[src/ctrl_params.svh]
// widths and constants shared by the instruction-control pipeline
// include in any stage that sizes ports or loads the bubble word
`ifndef CTRL_PARAMS_SVH
`define CTRL_PARAMS_SVH

// instruction word and immediate width
`define INSN_W 32

// register file address width
`define REG_ADDR_W 5

// link register written by jal and jalr
`define LINK_REG 5'd9

// canonical bubble, a nop opcode with bit 16 set
`define NOP_INSN 32'h1541_0000

////////////////////////////////////////
// xsync sub-operations in bits 25:23
////////////////////////////////////////
`define SYS_SUBOP 3'b000
`define TRAP_SUBOP 3'b010

`endif
[src/ctrl_pkg.sv]
// opcode, operation and operand-select types of the instruction-control pipeline
// imported by every stage that decodes or forwards
package ctrl_pkg;

	// major opcode in bits 31:26
	typedef enum logic [5:0] {
		OP_J     = 6'h00,
		OP_JAL   = 6'h01,
		OP_BNF   = 6'h03,
		OP_BF    = 6'h04,
		OP_NOP   = 6'h05,
		OP_MOVHI = 6'h06,
		OP_XSYNC = 6'h08,
		OP_RFE   = 6'h09,
		OP_JR    = 6'h11,
		OP_JALR  = 6'h12,
		OP_LWZ   = 6'h21,
		OP_LWS   = 6'h22,
		OP_LBZ   = 6'h23,
		OP_LBS   = 6'h24,
		OP_LHZ   = 6'h25,
		OP_LHS   = 6'h26,
		OP_ADDI  = 6'h27,
		OP_ADDIC = 6'h28,
		OP_ANDI  = 6'h29,
		OP_ORI   = 6'h2a,
		OP_XORI  = 6'h2b,
		OP_MFSPR = 6'h2d,
		OP_SFXXI = 6'h2f,
		OP_MTSPR = 6'h30,
		OP_SW    = 6'h35,
		OP_SB    = 6'h36,
		OP_SH    = 6'h37,
		OP_ALU   = 6'h38,
		OP_SFXX  = 6'h39
	} opcode_t;

	// alu operation, low codes match the alu function field
	typedef enum logic [4:0] {
		ALU_ADD   = 5'h00,
		ALU_ADDC  = 5'h01,
		ALU_AND   = 5'h03,
		ALU_OR    = 5'h04,
		ALU_XOR   = 5'h05,
		ALU_MUL   = 5'h06,
		ALU_DIV   = 5'h09,
		ALU_DIVU  = 5'h0a,
		ALU_MULU  = 5'h0b,
		ALU_MOVHI = 5'h10,
		ALU_COMP  = 5'h11,
		ALU_NOP   = 5'h14
	} alu_op_t;

	// top two bits pick the source, bit 0 writes the register file
	typedef enum logic [2:0] {
		RFWB_NOP  = 3'b000,
		RFWB_ALU  = 3'b001,
		RFWB_LSU  = 3'b011,
		RFWB_SPRS = 3'b101,
		RFWB_LR   = 3'b111
	} rfwb_op_t;

	typedef enum logic [3:0] {
		LSU_NOP = 4'b0000,
		LSU_LBZ = 4'b0010,
		LSU_LBS = 4'b0011,
		LSU_LHZ = 4'b0100,
		LSU_LHS = 4'b0101,
		LSU_LWZ = 4'b0110,
		LSU_LWS = 4'b0111,
		LSU_SB  = 4'b1010,
		LSU_SH  = 4'b1100,
		LSU_SW  = 4'b1110
	} lsu_op_t;

	// operand source for the alu inputs
	typedef enum logic [1:0] {
		SEL_RF      = 2'd0,
		SEL_IMM     = 2'd1,
		SEL_EX_FORW = 2'd2,
		SEL_WB_FORW = 2'd3
	} sel_t;

	// compare condition straight from bits 24:21
	typedef logic [3:0] comp_op_t;

endpackage

[src/insn_ctrl_top.sv]
// top of the instruction-control pipeline, IF/ID latch through WB forwarding
// stages are joined by wires only
`timescale 1ns/1ps
`include "ctrl_params.svh"

module insn_ctrl_top (
	input  logic                   clk,
	input  logic                   reset,
	input  logic [`INSN_W-1:0]     if_insn,
	input  logic                   id_freeze,
	input  logic                   ex_freeze,
	input  logic                   wb_freeze,
	input  logic                   except_flushpipe,
	input  logic                   pc_we,
	input  logic                   extend_flush,
	input  logic                   wbforw_valid,
	output logic [`INSN_W-1:0]     id_insn,
	output logic [`INSN_W-1:0]     ex_insn,
	output logic [`INSN_W-1:0]     wb_insn,
	output logic [`INSN_W-1:0]     id_simm,
	output logic [`INSN_W-1:0]     ex_simm,
	output ctrl_pkg::lsu_op_t      id_lsu_op,
	output ctrl_pkg::alu_op_t      alu_op,
	output ctrl_pkg::comp_op_t     comp_op,
	output ctrl_pkg::rfwb_op_t     rfwb_op,
	output logic [`REG_ADDR_W-1:0] rf_addrw,
	output logic [`REG_ADDR_W-1:0] rf_addra,
	output logic [`REG_ADDR_W-1:0] rf_addrb,
	output logic                   rf_rda,
	output logic                   rf_rdb,
	output ctrl_pkg::sel_t         sel_a,
	output ctrl_pkg::sel_t         sel_b,
	output logic                   except_illegal,
	output logic                   sig_syscall,
	output logic                   sig_trap
);
	import ctrl_pkg::*;

	logic                   sel_imm;
	logic                   pipe_flush;
	alu_op_t                next_alu_op;
	rfwb_op_t               next_rfwb_op;
	logic [`REG_ADDR_W-1:0] next_rf_addrw;
	comp_op_t               next_comp_op;
	logic                   next_illegal;
	logic                   next_syscall;
	logic                   next_trap;

	fetch_latch fetch_latch_i (
		.clk              (clk),
		.reset            (reset),
		.if_insn          (if_insn),
		.id_freeze        (id_freeze),
		.except_flushpipe (except_flushpipe),
		.pc_we            (pc_we),
		.extend_flush     (extend_flush),
		.id_insn          (id_insn),
		.sel_imm          (sel_imm),
		.pipe_flush       (pipe_flush),
		.rf_addra         (rf_addra),
		.rf_addrb         (rf_addrb),
		.rf_rda           (rf_rda),
		.rf_rdb           (rf_rdb)
	);

	id_decode id_decode_i (
		.id_insn       (id_insn),
		.id_simm       (id_simm),
		.id_lsu_op     (id_lsu_op),
		.next_alu_op   (next_alu_op),
		.next_rfwb_op  (next_rfwb_op),
		.next_rf_addrw (next_rf_addrw),
		.next_comp_op  (next_comp_op),
		.next_illegal  (next_illegal),
		.next_syscall  (next_syscall),
		.next_trap     (next_trap)
	);

	ex_stage ex_stage_i (
		.clk            (clk),
		.reset          (reset),
		.ex_freeze      (ex_freeze),
		.id_freeze      (id_freeze),
		.pipe_flush     (pipe_flush),
		.id_insn        (id_insn),
		.id_simm        (id_simm),
		.next_alu_op    (next_alu_op),
		.next_rfwb_op   (next_rfwb_op),
		.next_rf_addrw  (next_rf_addrw),
		.next_comp_op   (next_comp_op),
		.next_illegal   (next_illegal),
		.next_syscall   (next_syscall),
		.next_trap      (next_trap),
		.ex_insn        (ex_insn),
		.ex_simm        (ex_simm),
		.alu_op         (alu_op),
		.comp_op        (comp_op),
		.rfwb_op        (rfwb_op),
		.rf_addrw       (rf_addrw),
		.except_illegal (except_illegal),
		.sig_syscall    (sig_syscall),
		.sig_trap       (sig_trap)
	);

	wb_forward_stage wb_forward_stage_i (
		.clk          (clk),
		.reset        (reset),
		.wb_freeze    (wb_freeze),
		.wbforw_valid (wbforw_valid),
		.ex_insn      (ex_insn),
		.rf_addrw     (rf_addrw),
		.rfwb_op      (rfwb_op),
		.id_insn      (id_insn),
		.sel_imm      (sel_imm),
		.wb_insn      (wb_insn),
		.sel_a        (sel_a),
		.sel_b        (sel_b)
	);

endmodule

[src/wb_forward_stage.sv]
// WB stage latch for the retiring instruction and its write address
// generates the operand-forwarding selects for the instruction in ID
`timescale 1ns/1ps
`include "ctrl_params.svh"

module wb_forward_stage (
	input  logic                   clk,
	input  logic                   reset,
	input  logic                   wb_freeze,
	input  logic                   wbforw_valid,
	input  logic [`INSN_W-1:0]     ex_insn,
	input  logic [`REG_ADDR_W-1:0] rf_addrw,
	input  ctrl_pkg::rfwb_op_t     rfwb_op,
	input  logic [`INSN_W-1:0]     id_insn,
	input  logic                   sel_imm,
	output logic [`INSN_W-1:0]     wb_insn,
	output ctrl_pkg::sel_t         sel_a,
	output ctrl_pkg::sel_t         sel_b
);
	import ctrl_pkg::*;

	logic [`REG_ADDR_W-1:0] wb_rfaddrw;
	logic                   ex_writes;

	assign ex_writes = rfwb_op[0];

	// flush leaves WB alone
	always_ff @(posedge clk) begin
		if (reset)
			wb_insn <= `NOP_INSN;
		else if (!wb_freeze)
			wb_insn <= ex_insn;
	end

	always_ff @(posedge clk) begin
		if (!wb_freeze)
			wb_rfaddrw <= rf_addrw;
	end

	////////////////////////////////////////
	// forwarding, EX result before WB
	////////////////////////////////////////
	always_comb begin
		if (id_insn[20:16] == rf_addrw && ex_writes)
			sel_a = SEL_EX_FORW;
		else if (id_insn[20:16] == wb_rfaddrw && wbforw_valid)
			sel_a = SEL_WB_FORW;
		else
			sel_a = SEL_RF;
	end

	always_comb begin
		if (sel_imm)
			sel_b = SEL_IMM;
		else if (id_insn[15:11] == rf_addrw && ex_writes)
			sel_b = SEL_EX_FORW;
		else if (id_insn[15:11] == wb_rfaddrw && wbforw_valid)
			sel_b = SEL_WB_FORW;
		else
			sel_b = SEL_RF;
	end

endmodule

[src/ex_stage.sv]
// EX stage registers for the instruction and its decoded controls
// a bubble goes in when ID freezes under a running EX or on any flush
`timescale 1ns/1ps
`include "ctrl_params.svh"

module ex_stage (
	input  logic                   clk,
	input  logic                   reset,
	input  logic                   ex_freeze,
	input  logic                   id_freeze,
	input  logic                   pipe_flush,
	input  logic [`INSN_W-1:0]     id_insn,
	input  logic [`INSN_W-1:0]     id_simm,
	input  ctrl_pkg::alu_op_t      next_alu_op,
	input  ctrl_pkg::rfwb_op_t     next_rfwb_op,
	input  logic [`REG_ADDR_W-1:0] next_rf_addrw,
	input  ctrl_pkg::comp_op_t     next_comp_op,
	input  logic                   next_illegal,
	input  logic                   next_syscall,
	input  logic                   next_trap,
	output logic [`INSN_W-1:0]     ex_insn,
	output logic [`INSN_W-1:0]     ex_simm,
	output ctrl_pkg::alu_op_t      alu_op,
	output ctrl_pkg::comp_op_t     comp_op,
	output ctrl_pkg::rfwb_op_t     rfwb_op,
	output logic [`REG_ADDR_W-1:0] rf_addrw,
	output logic                   except_illegal,
	output logic                   sig_syscall,
	output logic                   sig_trap
);
	import ctrl_pkg::*;

	logic bubble;

	// flush overrides an EX freeze
	assign bubble = (!ex_freeze && id_freeze) || pipe_flush;

	always_ff @(posedge clk) begin
		if (reset || bubble) begin
			ex_insn        <= `NOP_INSN;
			alu_op         <= ALU_NOP;
			comp_op        <= '0;
			rfwb_op        <= RFWB_NOP;
			rf_addrw       <= '0;
			except_illegal <= 1'b0;
			sig_syscall    <= 1'b0;
			sig_trap       <= 1'b0;
		end else if (!ex_freeze) begin
			ex_insn        <= id_insn;
			alu_op         <= next_alu_op;
			comp_op        <= next_comp_op;
			rfwb_op        <= next_rfwb_op;
			rf_addrw       <= next_rf_addrw;
			except_illegal <= next_illegal;
			sig_syscall    <= next_syscall;
			sig_trap       <= next_trap;
		end
	end

	// immediate ignores bubbles, only ex_freeze holds it
	always_ff @(posedge clk) begin
		if (!ex_freeze)
			ex_simm <= id_simm;
	end

endmodule

[src/id_decode.sv]
// combinational ID decode of immediate, load/store operation and EX controls
// every output follows id_insn in the same cycle
`timescale 1ns/1ps
`include "ctrl_params.svh"

module id_decode (
	input  logic [`INSN_W-1:0]     id_insn,
	output logic [`INSN_W-1:0]     id_simm,
	output ctrl_pkg::lsu_op_t      id_lsu_op,
	output ctrl_pkg::alu_op_t      next_alu_op,
	output ctrl_pkg::rfwb_op_t     next_rfwb_op,
	output logic [`REG_ADDR_W-1:0] next_rf_addrw,
	output ctrl_pkg::comp_op_t     next_comp_op,
	output logic                   next_illegal,
	output logic                   next_syscall,
	output logic                   next_trap
);
	import ctrl_pkg::*;

	opcode_t id_opcode;
	alu_op_t alu_func;
	logic    alu_muldiv;

	assign id_opcode = opcode_t'(id_insn[31:26]);
	assign alu_func  = alu_op_t'(id_insn[4:0]);

	// no multiplier or divider in this core
	assign alu_muldiv = alu_func inside {ALU_MUL, ALU_MULU, ALU_DIV, ALU_DIVU};

	////////////////////////////////////////
	// immediate extension
	////////////////////////////////////////
	always_comb begin
		case (id_opcode)
			OP_ADDI, OP_ADDIC, OP_XORI, OP_SFXXI,
			OP_LWZ, OP_LWS, OP_LBZ, OP_LBS, OP_LHZ, OP_LHS:
				id_simm = {{16{id_insn[15]}}, id_insn[15:0]};
			// split immediate around the rb field
			OP_MTSPR:
				id_simm = {16'b0, id_insn[25:21], id_insn[10:0]};
			OP_SW, OP_SB, OP_SH:
				id_simm = {{16{id_insn[25]}}, id_insn[25:21], id_insn[10:0]};
			default:
				id_simm = {16'b0, id_insn[15:0]};
		endcase
	end

	// load/store operation for the lsu
	always_comb begin
		case (id_opcode)
			OP_LWZ:  id_lsu_op = LSU_LWZ;
			OP_LWS:  id_lsu_op = LSU_LWS;
			OP_LBZ:  id_lsu_op = LSU_LBZ;
			OP_LBS:  id_lsu_op = LSU_LBS;
			OP_LHZ:  id_lsu_op = LSU_LHZ;
			OP_LHS:  id_lsu_op = LSU_LHS;
			OP_SW:   id_lsu_op = LSU_SW;
			OP_SB:   id_lsu_op = LSU_SB;
			OP_SH:   id_lsu_op = LSU_SH;
			default: id_lsu_op = LSU_NOP;
		endcase
	end

	////////////////////////////////////////
	// alu, write-back and legality
	////////////////////////////////////////
	always_comb begin
		next_alu_op  = ALU_NOP;
		next_rfwb_op = RFWB_NOP;
		next_illegal = 1'b0;
		case (id_opcode)
			OP_JAL, OP_JALR:
				next_rfwb_op = RFWB_LR;
			OP_MOVHI: begin
				next_alu_op  = ALU_MOVHI;
				next_rfwb_op = RFWB_ALU;
			end
			OP_MFSPR:
				next_rfwb_op = RFWB_SPRS;
			OP_LWZ, OP_LWS, OP_LBZ, OP_LBS, OP_LHZ, OP_LHS:
				next_rfwb_op = RFWB_LSU;
			OP_ADDI: begin
				next_alu_op  = ALU_ADD;
				next_rfwb_op = RFWB_ALU;
			end
			OP_ADDIC: begin
				next_alu_op  = ALU_ADDC;
				next_rfwb_op = RFWB_ALU;
			end
			OP_ANDI: begin
				next_alu_op  = ALU_AND;
				next_rfwb_op = RFWB_ALU;
			end
			OP_ORI: begin
				next_alu_op  = ALU_OR;
				next_rfwb_op = RFWB_ALU;
			end
			OP_XORI: begin
				next_alu_op  = ALU_XOR;
				next_rfwb_op = RFWB_ALU;
			end
			OP_SFXXI, OP_SFXX:
				next_alu_op = ALU_COMP;
			// register form takes the low four function bits
			OP_ALU: begin
				next_alu_op  = alu_op_t'({1'b0, id_insn[3:0]});
				next_rfwb_op = RFWB_ALU;
				next_illegal = alu_muldiv;
			end
			OP_J, OP_BNF, OP_BF, OP_JR, OP_NOP, OP_RFE, OP_XSYNC,
			OP_MTSPR, OP_SW, OP_SB, OP_SH: begin
				next_illegal = 1'b0;
			end
			default:
				next_illegal = 1'b1;
		endcase
	end

	// jal and jalr always write the link register
	assign next_rf_addrw = (id_opcode == OP_JAL || id_opcode == OP_JALR) ?
		`LINK_REG : id_insn[25:21];

	assign next_comp_op = id_insn[24:21];

	assign next_syscall = (id_insn[31:23] == {OP_XSYNC, `SYS_SUBOP});
	assign next_trap    = (id_insn[31:23] == {OP_XSYNC, `TRAP_SUBOP});

endmodule

[src/fetch_latch.sv]
// IF/ID stage, latches the fetched instruction and pre-decodes immediate use
// also presents the register file read addresses straight from fetch
`timescale 1ns/1ps
`include "ctrl_params.svh"

module fetch_latch (
	input  logic                   clk,
	input  logic                   reset,
	input  logic [`INSN_W-1:0]     if_insn,
	input  logic                   id_freeze,
	input  logic                   except_flushpipe,
	input  logic                   pc_we,
	input  logic                   extend_flush,
	output logic [`INSN_W-1:0]     id_insn,
	output logic                   sel_imm,
	output logic                   pipe_flush,
	output logic [`REG_ADDR_W-1:0] rf_addra,
	output logic [`REG_ADDR_W-1:0] rf_addrb,
	output logic                   rf_rda,
	output logic                   rf_rdb
);
	import ctrl_pkg::*;

	opcode_t if_opcode;
	logic    if_uses_imm;

	assign if_opcode = opcode_t'(if_insn[31:26]);

	// all flush sources hit every stage alike
	assign pipe_flush = except_flushpipe | pc_we | extend_flush;

	// read ports come straight off the fetched word
	assign rf_addra = if_insn[20:16];
	assign rf_addrb = if_insn[15:11];
	assign rf_rda   = if_insn[31];
	assign rf_rdb   = if_insn[30];

	// operand b from the immediate unless register form
	always_comb begin
		case (if_opcode)
			OP_JALR, OP_JR, OP_RFE, OP_MFSPR, OP_MTSPR, OP_XSYNC,
			OP_SW, OP_SB, OP_SH, OP_ALU, OP_SFXX, OP_NOP:
				if_uses_imm = 1'b0;
			default:
				if_uses_imm = 1'b1;
		endcase
	end

	always_ff @(posedge clk) begin
		if (reset) begin
			id_insn <= `NOP_INSN;
			sel_imm <= 1'b0;
		end else begin
			// flush wins over freeze for the instruction latch
			if (pipe_flush)
				id_insn <= `NOP_INSN;
			else if (!id_freeze)
				id_insn <= if_insn;
			if (!id_freeze)
				sel_imm <= if_uses_imm;
		end
	end

endmodule

[config.mk]
export PLATFORM = sky130hd
export DESIGN_NAME = insn_ctrl_top
export DESIGN_NICKNAME = d
export VERILOG_FILES = /design/src/ctrl_pkg.sv /design/src/insn_ctrl_top.sv /design/src/wb_forward_stage.sv /design/src/ex_stage.sv /design/src/id_decode.sv /design/src/fetch_latch.sv
export VERILOG_INCLUDE_DIRS = /design/src
export SDC_FILE = /design/constraint.sdc
export NUM_CORES = 1
export LEC_CHECK = 0
export BUFFER_PORTS_ARGS = -buffer_cell sky130_fd_sc_hd__buf_2
export CAP_MARGIN = 30
export CORE_MARGIN = 3
export CORE_UTILIZATION = 40
export CTS_CLUSTER_DIAMETER = 80
export CTS_CLUSTER_SIZE = 25
export DETAILED_ROUTE_END_ITERATION = 12
export PLACE_DENSITY = 0.69
export SYNTH_ARGS = -nofsm -noshare
export SYNTH_HDL_FRONTEND = slang
export SYNTH_HIERARCHICAL = 1
export SYNTH_SLANG_ARGS = --single-unit
[constraint.sdc]
create_clock -name clk -period 2.3 [get_ports clk]
set_clock_uncertainty 0.05 [all_clocks]
set_input_delay 0.23 -clock clk [delete_from_list [all_inputs] [get_ports clk]]
set_output_delay 0.23 -clock clk [all_outputs]
set_load 0.005 [all_outputs]
**After elaboration in Yosys (flattened, before gate mapping)**

Index checks and enable logic that the tools add are counted.

- Reductions and logical operators: 20
- Multiplexer cells: 12
- Bitwise gates (word level): 2
- Eq/ne operators: 50

Operators by type and width:

| cell | count |
|---|---|
| $eq 6x6->1 const B | 26 |
| $pmux 32 s3 | 1 |
| $pmux 5 s8 | 1 |
| $pmux 4 s9 | 1 |
| $reduce_or 28->1 | 1 |
| $eq 6x3->1 const B | 4 |
| $eq 6x4->1 const B | 4 |
| $eq 6x5->1 const B | 4 |
| $eq 5x5->1 | 4 |
| $eq 9x7->1 const B | 2 |
| $eq 5x4->1 const B | 3 |
| $pmux 3 s4 | 1 |
| $reduce_or 12->1 | 1 |
| $mux 2 | 5 |
| $reduce_or 10->1 | 1 |
| $reduce_or 7->1 | 1 |
| $eq 6x1->1 const B | 1 |
| $eq 6x2->1 const B | 1 |
| $logic_not 6->1 | 1 |
| $reduce_or 2->1 | 3 |
| $reduce_or 6->1 | 1 |
| $eq 5x3->1 const B | 1 |
| $logic_and 1x1->1 | 5 |
| $mux 5 | 1 |
| other kinds (7) | 10 |

- Word-level logic and storage cells: 97
- Register bits after elaboration: 154

**Depth between registers and ports, before layout**

- Word-level depth: 5
- Mapped depth: 8
- Gate-level depth less buffers: 6

**Hierarchy**

The synthesis kept the hierarchy.

Modules (own cells, without submodules):

| module | times used | area each (µm²) | cells an instance |
|---|---|---|---|
| ex_stage | 1 | 3012.9 | 264 |
| wb_forward_stage | 1 | 1541.5 | 141 |
| fetch_latch | 1 | 1400.1 | 138 |
| id_decode | 1 | 968.4 | 148 |

**Worst setup path after synthesis**

OpenSTA, ideal clock, no wires.

- Path type: register to output
- From: register fetch_latch_i.id_insn[28]
- To: output port id_simm[17]
- Required time: 2.020 ns
- Path buffers: 3
- Stages on the path, launching flop included: 8
- Data arrival time: 2.261 ns
- Path slack: -0.241 ns
- Path through: dfxtp_1 -> buf_2 -> buf_4 -> nor3_1 -> a21oi_1 -> nor2_1 -> o21ai_0 -> buf_4

- Word-level cells in the longest chain between the ends: 3
- Elaborated cells on any way between the ends: 17
- Classes of those cells: 14 x eq/ne; 1 x mux; 2 x reduce/logical

RTL lines:

| item | RTL line | source |
|---|---|---|
| from (decl) | fetch_latch.sv:14 | `` output logic [`INSN_W-1:0] id_insn, `` |
| from (signal assigned) | fetch_latch.sv:51 | `` id_insn <= `NOP_INSN; `` |
| from (signal assigned) | fetch_latch.sv:56 | `` id_insn <= `NOP_INSN; `` |
| from (signal assigned) | fetch_latch.sv:58 | `id_insn <= if_insn;` |
| $eq 6x6->1 | id_decode.sv:34 | `case (id_opcode)` |
| $reduce_or 10->1 or $reduce_or 3->1 (tied branches) | id_decode.sv:34 |  |
| $pmux 32 s3 * | id_decode.sv:34 |  |
| to (decl) | insn_ctrl_top.sv:20 | `` output logic [`INSN_W-1:0] id_simm, `` |

Mark *: on every way between the ends. The rest lies on a longest branch, timed or not.

**Worst setup path in the final report**

- From: register fetch_latch_i.id_insn[15]
- To: output port sel_b[0]

- Word-level cells in the longest chain between the ends: 5
- Elaborated cells on any way between the ends: 7
- Classes of those cells: 2 x eq/ne; 3 x mux; 2 x reduce/logical

RTL lines:

| item | RTL line | source |
|---|---|---|
| $eq 5x5->1 | wb_forward_stage.sv:57 | `else if (id_insn[15:11] == wb_rfaddrw && wbforw_valid)` |
| $logic_and 1x1->1 | wb_forward_stage.sv:57 |  |
| $mux 2 | wb_forward_stage.sv:57 |  |
| $mux 2 * | wb_forward_stage.sv:55 | `else if (id_insn[15:11] == rf_addrw && ex_writes)` |
| $mux 2 * | wb_forward_stage.sv:53 | `if (sel_imm)` |
| to (decl) | insn_ctrl_top.sv:32 | `output ctrl_pkg::sel_t sel_b,` |

Marked as above.

==> results by stage <==
Layout:
- In the final design database the tool counted 947 nets.
- The final instance area is 8880 µm².
- The filler cell count in the final layout is 1,578.
- The total area of sequential cells is 3470 µm².
- Excluding fillers, the count of instances in the completed layout stands at 1,139.
- Of the cells placed in the final design, the portion with a size suffix greater than 1 is 36.0%.
- The area added between synthesis and finish is 28.3%.
- Cells fill 53.0% of the core in the end.
- The repair_antennas step left the layout with diodes totalling 0.
- Leaving out fill and tap cells, the most frequent cell in the layout is buf_2.
- The multi-input logic area is 2870 µm².
- The library cells used most frequently in the layout, excluding fill and tap cells, are buf_2 (239), dfxtp_1 (111), nor2_1 (67).

STA:
- The tightest hold path in the finished design has a slack of 0.0210 ns.
- Once routing completed, OpenROAD measured the worst setup slack at 0.0977 ns.
- The final count of pins violating max slew is 0.
- The final count of negative-setup-slack endpoints is 0.
- After layout, the minimum clock period comes to 2.20 ns.
- Derived from the worst setup path, the maximum achievable clock frequency is 0.454 GHz.
- The accumulated negative setup slack is 0 ns.
- The number of failing hold endpoints at the final stage is 0.
- The actual transition at the worst max-transition pin is 0.745 ns.
- Setup repair after global routing left no endpoint under its margin.
- The worst pin sits at a relative slew slack of 50.3%.
- In the finished design, the share of the clock period the worst path needs comes to 95.8%.

Die:
- During I/O placement, the number of pins put on the boundary was 241.
- The die height is 138 µm.
- The region available for standard cell placement spans 16,800 µm².
- The starting density of the core is 41.3%.
- The count of standard-cell rows is 47.
- The chip width is 138 µm.
- The die area is 18,900 µm².

Drt:
- The average via count per standard cell is 5.00.
- After detailed routing, the total wire length is 19,700 µm.
- Dividing the detail-routed wire length by the instance count gives 17.3 µm.
- The first detailed-routing pass took 5 iterations.
- In this run, the number of DRC markers left after iteration 0 of detailed routing was 277.
- The post-route DRC violation count is 0.
- Detailed routing inserted a total of 5,697 vias.
- The remaining number of nets flagged by the antenna check after routing is 0.

Setup path:
- In this run the worst path has a maximum fanout of 5.
- The data arrival at the endpoint of the critical path is 1.92 ns.
- The worst register-to-register path begins at fetch_latch_i/id_insn[31].
- For the worst flop-to-flop path, the logic depth is 5.
- The worst setup path is of the register to output port kind.
- The kind of capture point of the worst setup path is an output port.
- The worst register-to-register path ends at ex_stage_i/sig_trap.
- STA puts the critical path data required time at 2.02 ns.
- In this run the register-to-register setup slack is 0.37 ns.
- The critical path launch point type is a register.

CTS:
- Clock-pin slew was measured on the worst setup and hold paths at 0.06 ns.
- The number of clock sinks is 154.
- The number of clock buffers inserted by TritonCTS is 17.
- The later pin in the worst-skew pair is clocked with a latency of 0.41 ns.
- No sink is reached through more buffers than the 2 on the longest clock path.
- TritonCTS built the clock tree.
- CTS placed an instance of clkbuf_16 at the clock tree root.
- The number of H-tree branching levels is 4.

Flow run:
- The tool flagged a number of max-cap violations equal to 0.

Placed design:
- Including well taps, the total number of placed cells is 1,085.
- At the end of routability-driven placement, the weighted congestion stood at 0.837.
- Input and output buffers added on the ports amount to 240.
- Summed over all nets, the half-perimeter wirelength after detailed placement is 13,600 µm.
- The placement-stage cell area is 8050 µm².
- Prior to clock tree synthesis, the placed netlist has a worst setup slack of 0.186 ns.

Power:
- The post-layout total power is 5.90 mW.
- The leakage power total is 3.99 nW.
- Power spread over the standard cell area amounts to 664 nW/µm².
- The maximum ir drop on the vdd rail is 0.500 mV.

Min path:
- The startpoint of the most critical hold path is if_insn[6].
- The path with the worst hold slack has its endpoint at fetch_latch_i/id_insn[6].
- The hold-critical path depth is 3.
- The kind of path behind the tightest hold check is input pin to register.

Logic synthesis:
- Sequential cells were found to cover 49.9% of the synthesized design area.
- The library cell occupying the most area in the post-synthesis netlist is dfxtp_1.
- Counting flops and latches in the post-synthesis netlist gives 154.
- The number of different library cells in the post-synthesis netlist is 57.
- The cell area that synthesis handed to floorplanning was 6920 µm².
- The proportion of netlist area held by the largest area contributor is 33.8%.
- The mean post-synth cell area is 10.0 µm².
- The cell count after synthesis came out at 691.
- In this run, synthesis inferred 37 flip-flops with an integrated enable.
- The primary flip-flop cell chosen by synthesis mapping is dfxtp_1.
- Yosys attributes the largest share of cell area to dfxtp_1 (34%), edfxtp_1 (16%), mux2i_1 (8.7%).
- The number of nets in the synthesized netlist is 732.
- Of all flip-flops after synthesis, the portion carrying an async set or reset was 0%.
- The number of synthesis warnings is 6.

Global routing:
- The initial antenna violation count is 0.
- The met1 usage is 26.6%.
- The layer carrying the most global-route usage is met2.
- Across every metal layer, demand over resource in global routing totals 20.2%.
- The global-route wire length before repair is 29,300 µm.
- The via count of the first global-routing pass is 5,245.
- For this run, global-route usage on met2 was measured as 33.6%.
- After global routing the overflow that remains totals 0.
- The pin count of the biggest net entering global routing is 60.
- The met3 layer usage reported by global route is 3.58%.

Status:
- The run finished with clean final reports.
==> power breakdown <==
part           internal (mW)  switching (mW)  leakage, nW  total, mW
logic                  0.165           0.206         2.37      0.370
registers               2.80          0.0262         1.32       2.83
clock network           1.67            1.03        0.290       2.70
==> sequential cells by signal, indices dropped and copies added, names as in the netlist <==
signal / cells
ex_stage_i/ex_insn: 32
ex_stage_i/ex_simm: 32
fetch_latch_i/id_insn: 32
wb_forward_stage_i/wb_insn: 32
ex_stage_i/alu_op: 5
ex_stage_i/rf_addrw: 5
wb_forward_stage_i/wb_rfaddrw: 5
ex_stage_i/comp_op: 4
ex_stage_i/rfwb_op: 3
ex_stage_i/except_illegal: 1
ex_stage_i/sig_syscall: 1
ex_stage_i/sig_trap: 1
fetch_latch_i/sel_imm: 1
==> per-layer routing <==
| metal | wire length [µm] | vias up |
|---|---|---|
| met3 | 987 | 28 |
| li1 | - | 2791 |
| met2 | 9700 | 191 |
| met4 | 340 | 0 |
| met1 | 8720 | 2687 |
| met5 | 0 | - |
==> Yosys cell counts (12+ instances only) <==
cell        n
mux2i_1    60
buf_4      50
xor2_1     16
o21ai_0    16
buf_2      21
nor2_1     67
nor3_1     12
or3b_1     46
dfxtp_1   117
a21oi_1    52
edfxtp_1   37
nand2_1    63
nor2b_1    17
==> worst max-delay path, cell delays in order, from the launching register on <==
cell	delay, ns
dfxtp_1	0.46
buf_4	0.21
xor2_1	0.08
nor4_2	0.23
nand3_1	0.15
a41o_1	0.25
buf_2	0.13
==> final cells by class <==
type | count | area share, %
clock inverters | 6 | 0.676
flip-flops and latches | 154 | 39.1
repair buffers | 283 | 18.6
multi-input cells | 442 | 32.3
well taps | 220 | 3.10
clock buffers | 26 | 5.86
inverters | 8 | 0.338
==> kinds of logic after synthesis <==
group,count (synthesis),share of synthesized area (%)
DFF,154,49.9
muxes,65,9.49
AOI/OAI and AO/OA,99,8.49
buffers and inverters,95,8.75
and+or+nand+nor,256,20.6
xor gates and xnor gates,22,2.78
==> how the worst max path moves through the flow <==
stage	slack (ns)	to	from	depth (start not counted)
2_1_floorplan	0.12	id_simm[17]	fetch_latch_i/id_insn[28]	7
3_3_place_gp	0.17	id_simm[17]	fetch_latch_i/id_insn[31]	6
3_5_place_dp	0.19	id_simm[26]	fetch_latch_i/id_insn[31]	6
4_1_cts	0.01	id_simm[14]	fetch_latch_i/id_insn[28]	6
5_1_grt	0.02	sel_b[0]	fetch_latch_i/id_insn[15]	6
6_report	0.1	sel_b[0]	fetch_latch_i/id_insn[15]	6
==> timing repair <==
| action | 4_1_cts | 5_1_grt |
|---|---|---|
| hold endpoints to repair | 14 | 0 |
| pin swaps | 2 | 2 |
| hold buffers | 14 | 0 |
| resized for setup | 7 | 8 |
| endpoints found under the setup margin | 21 | 21 |
| gates cloned | 0 | 2 |
| buffers inserted | 2 | 4 |
Power figures use the tool's default switching activity.
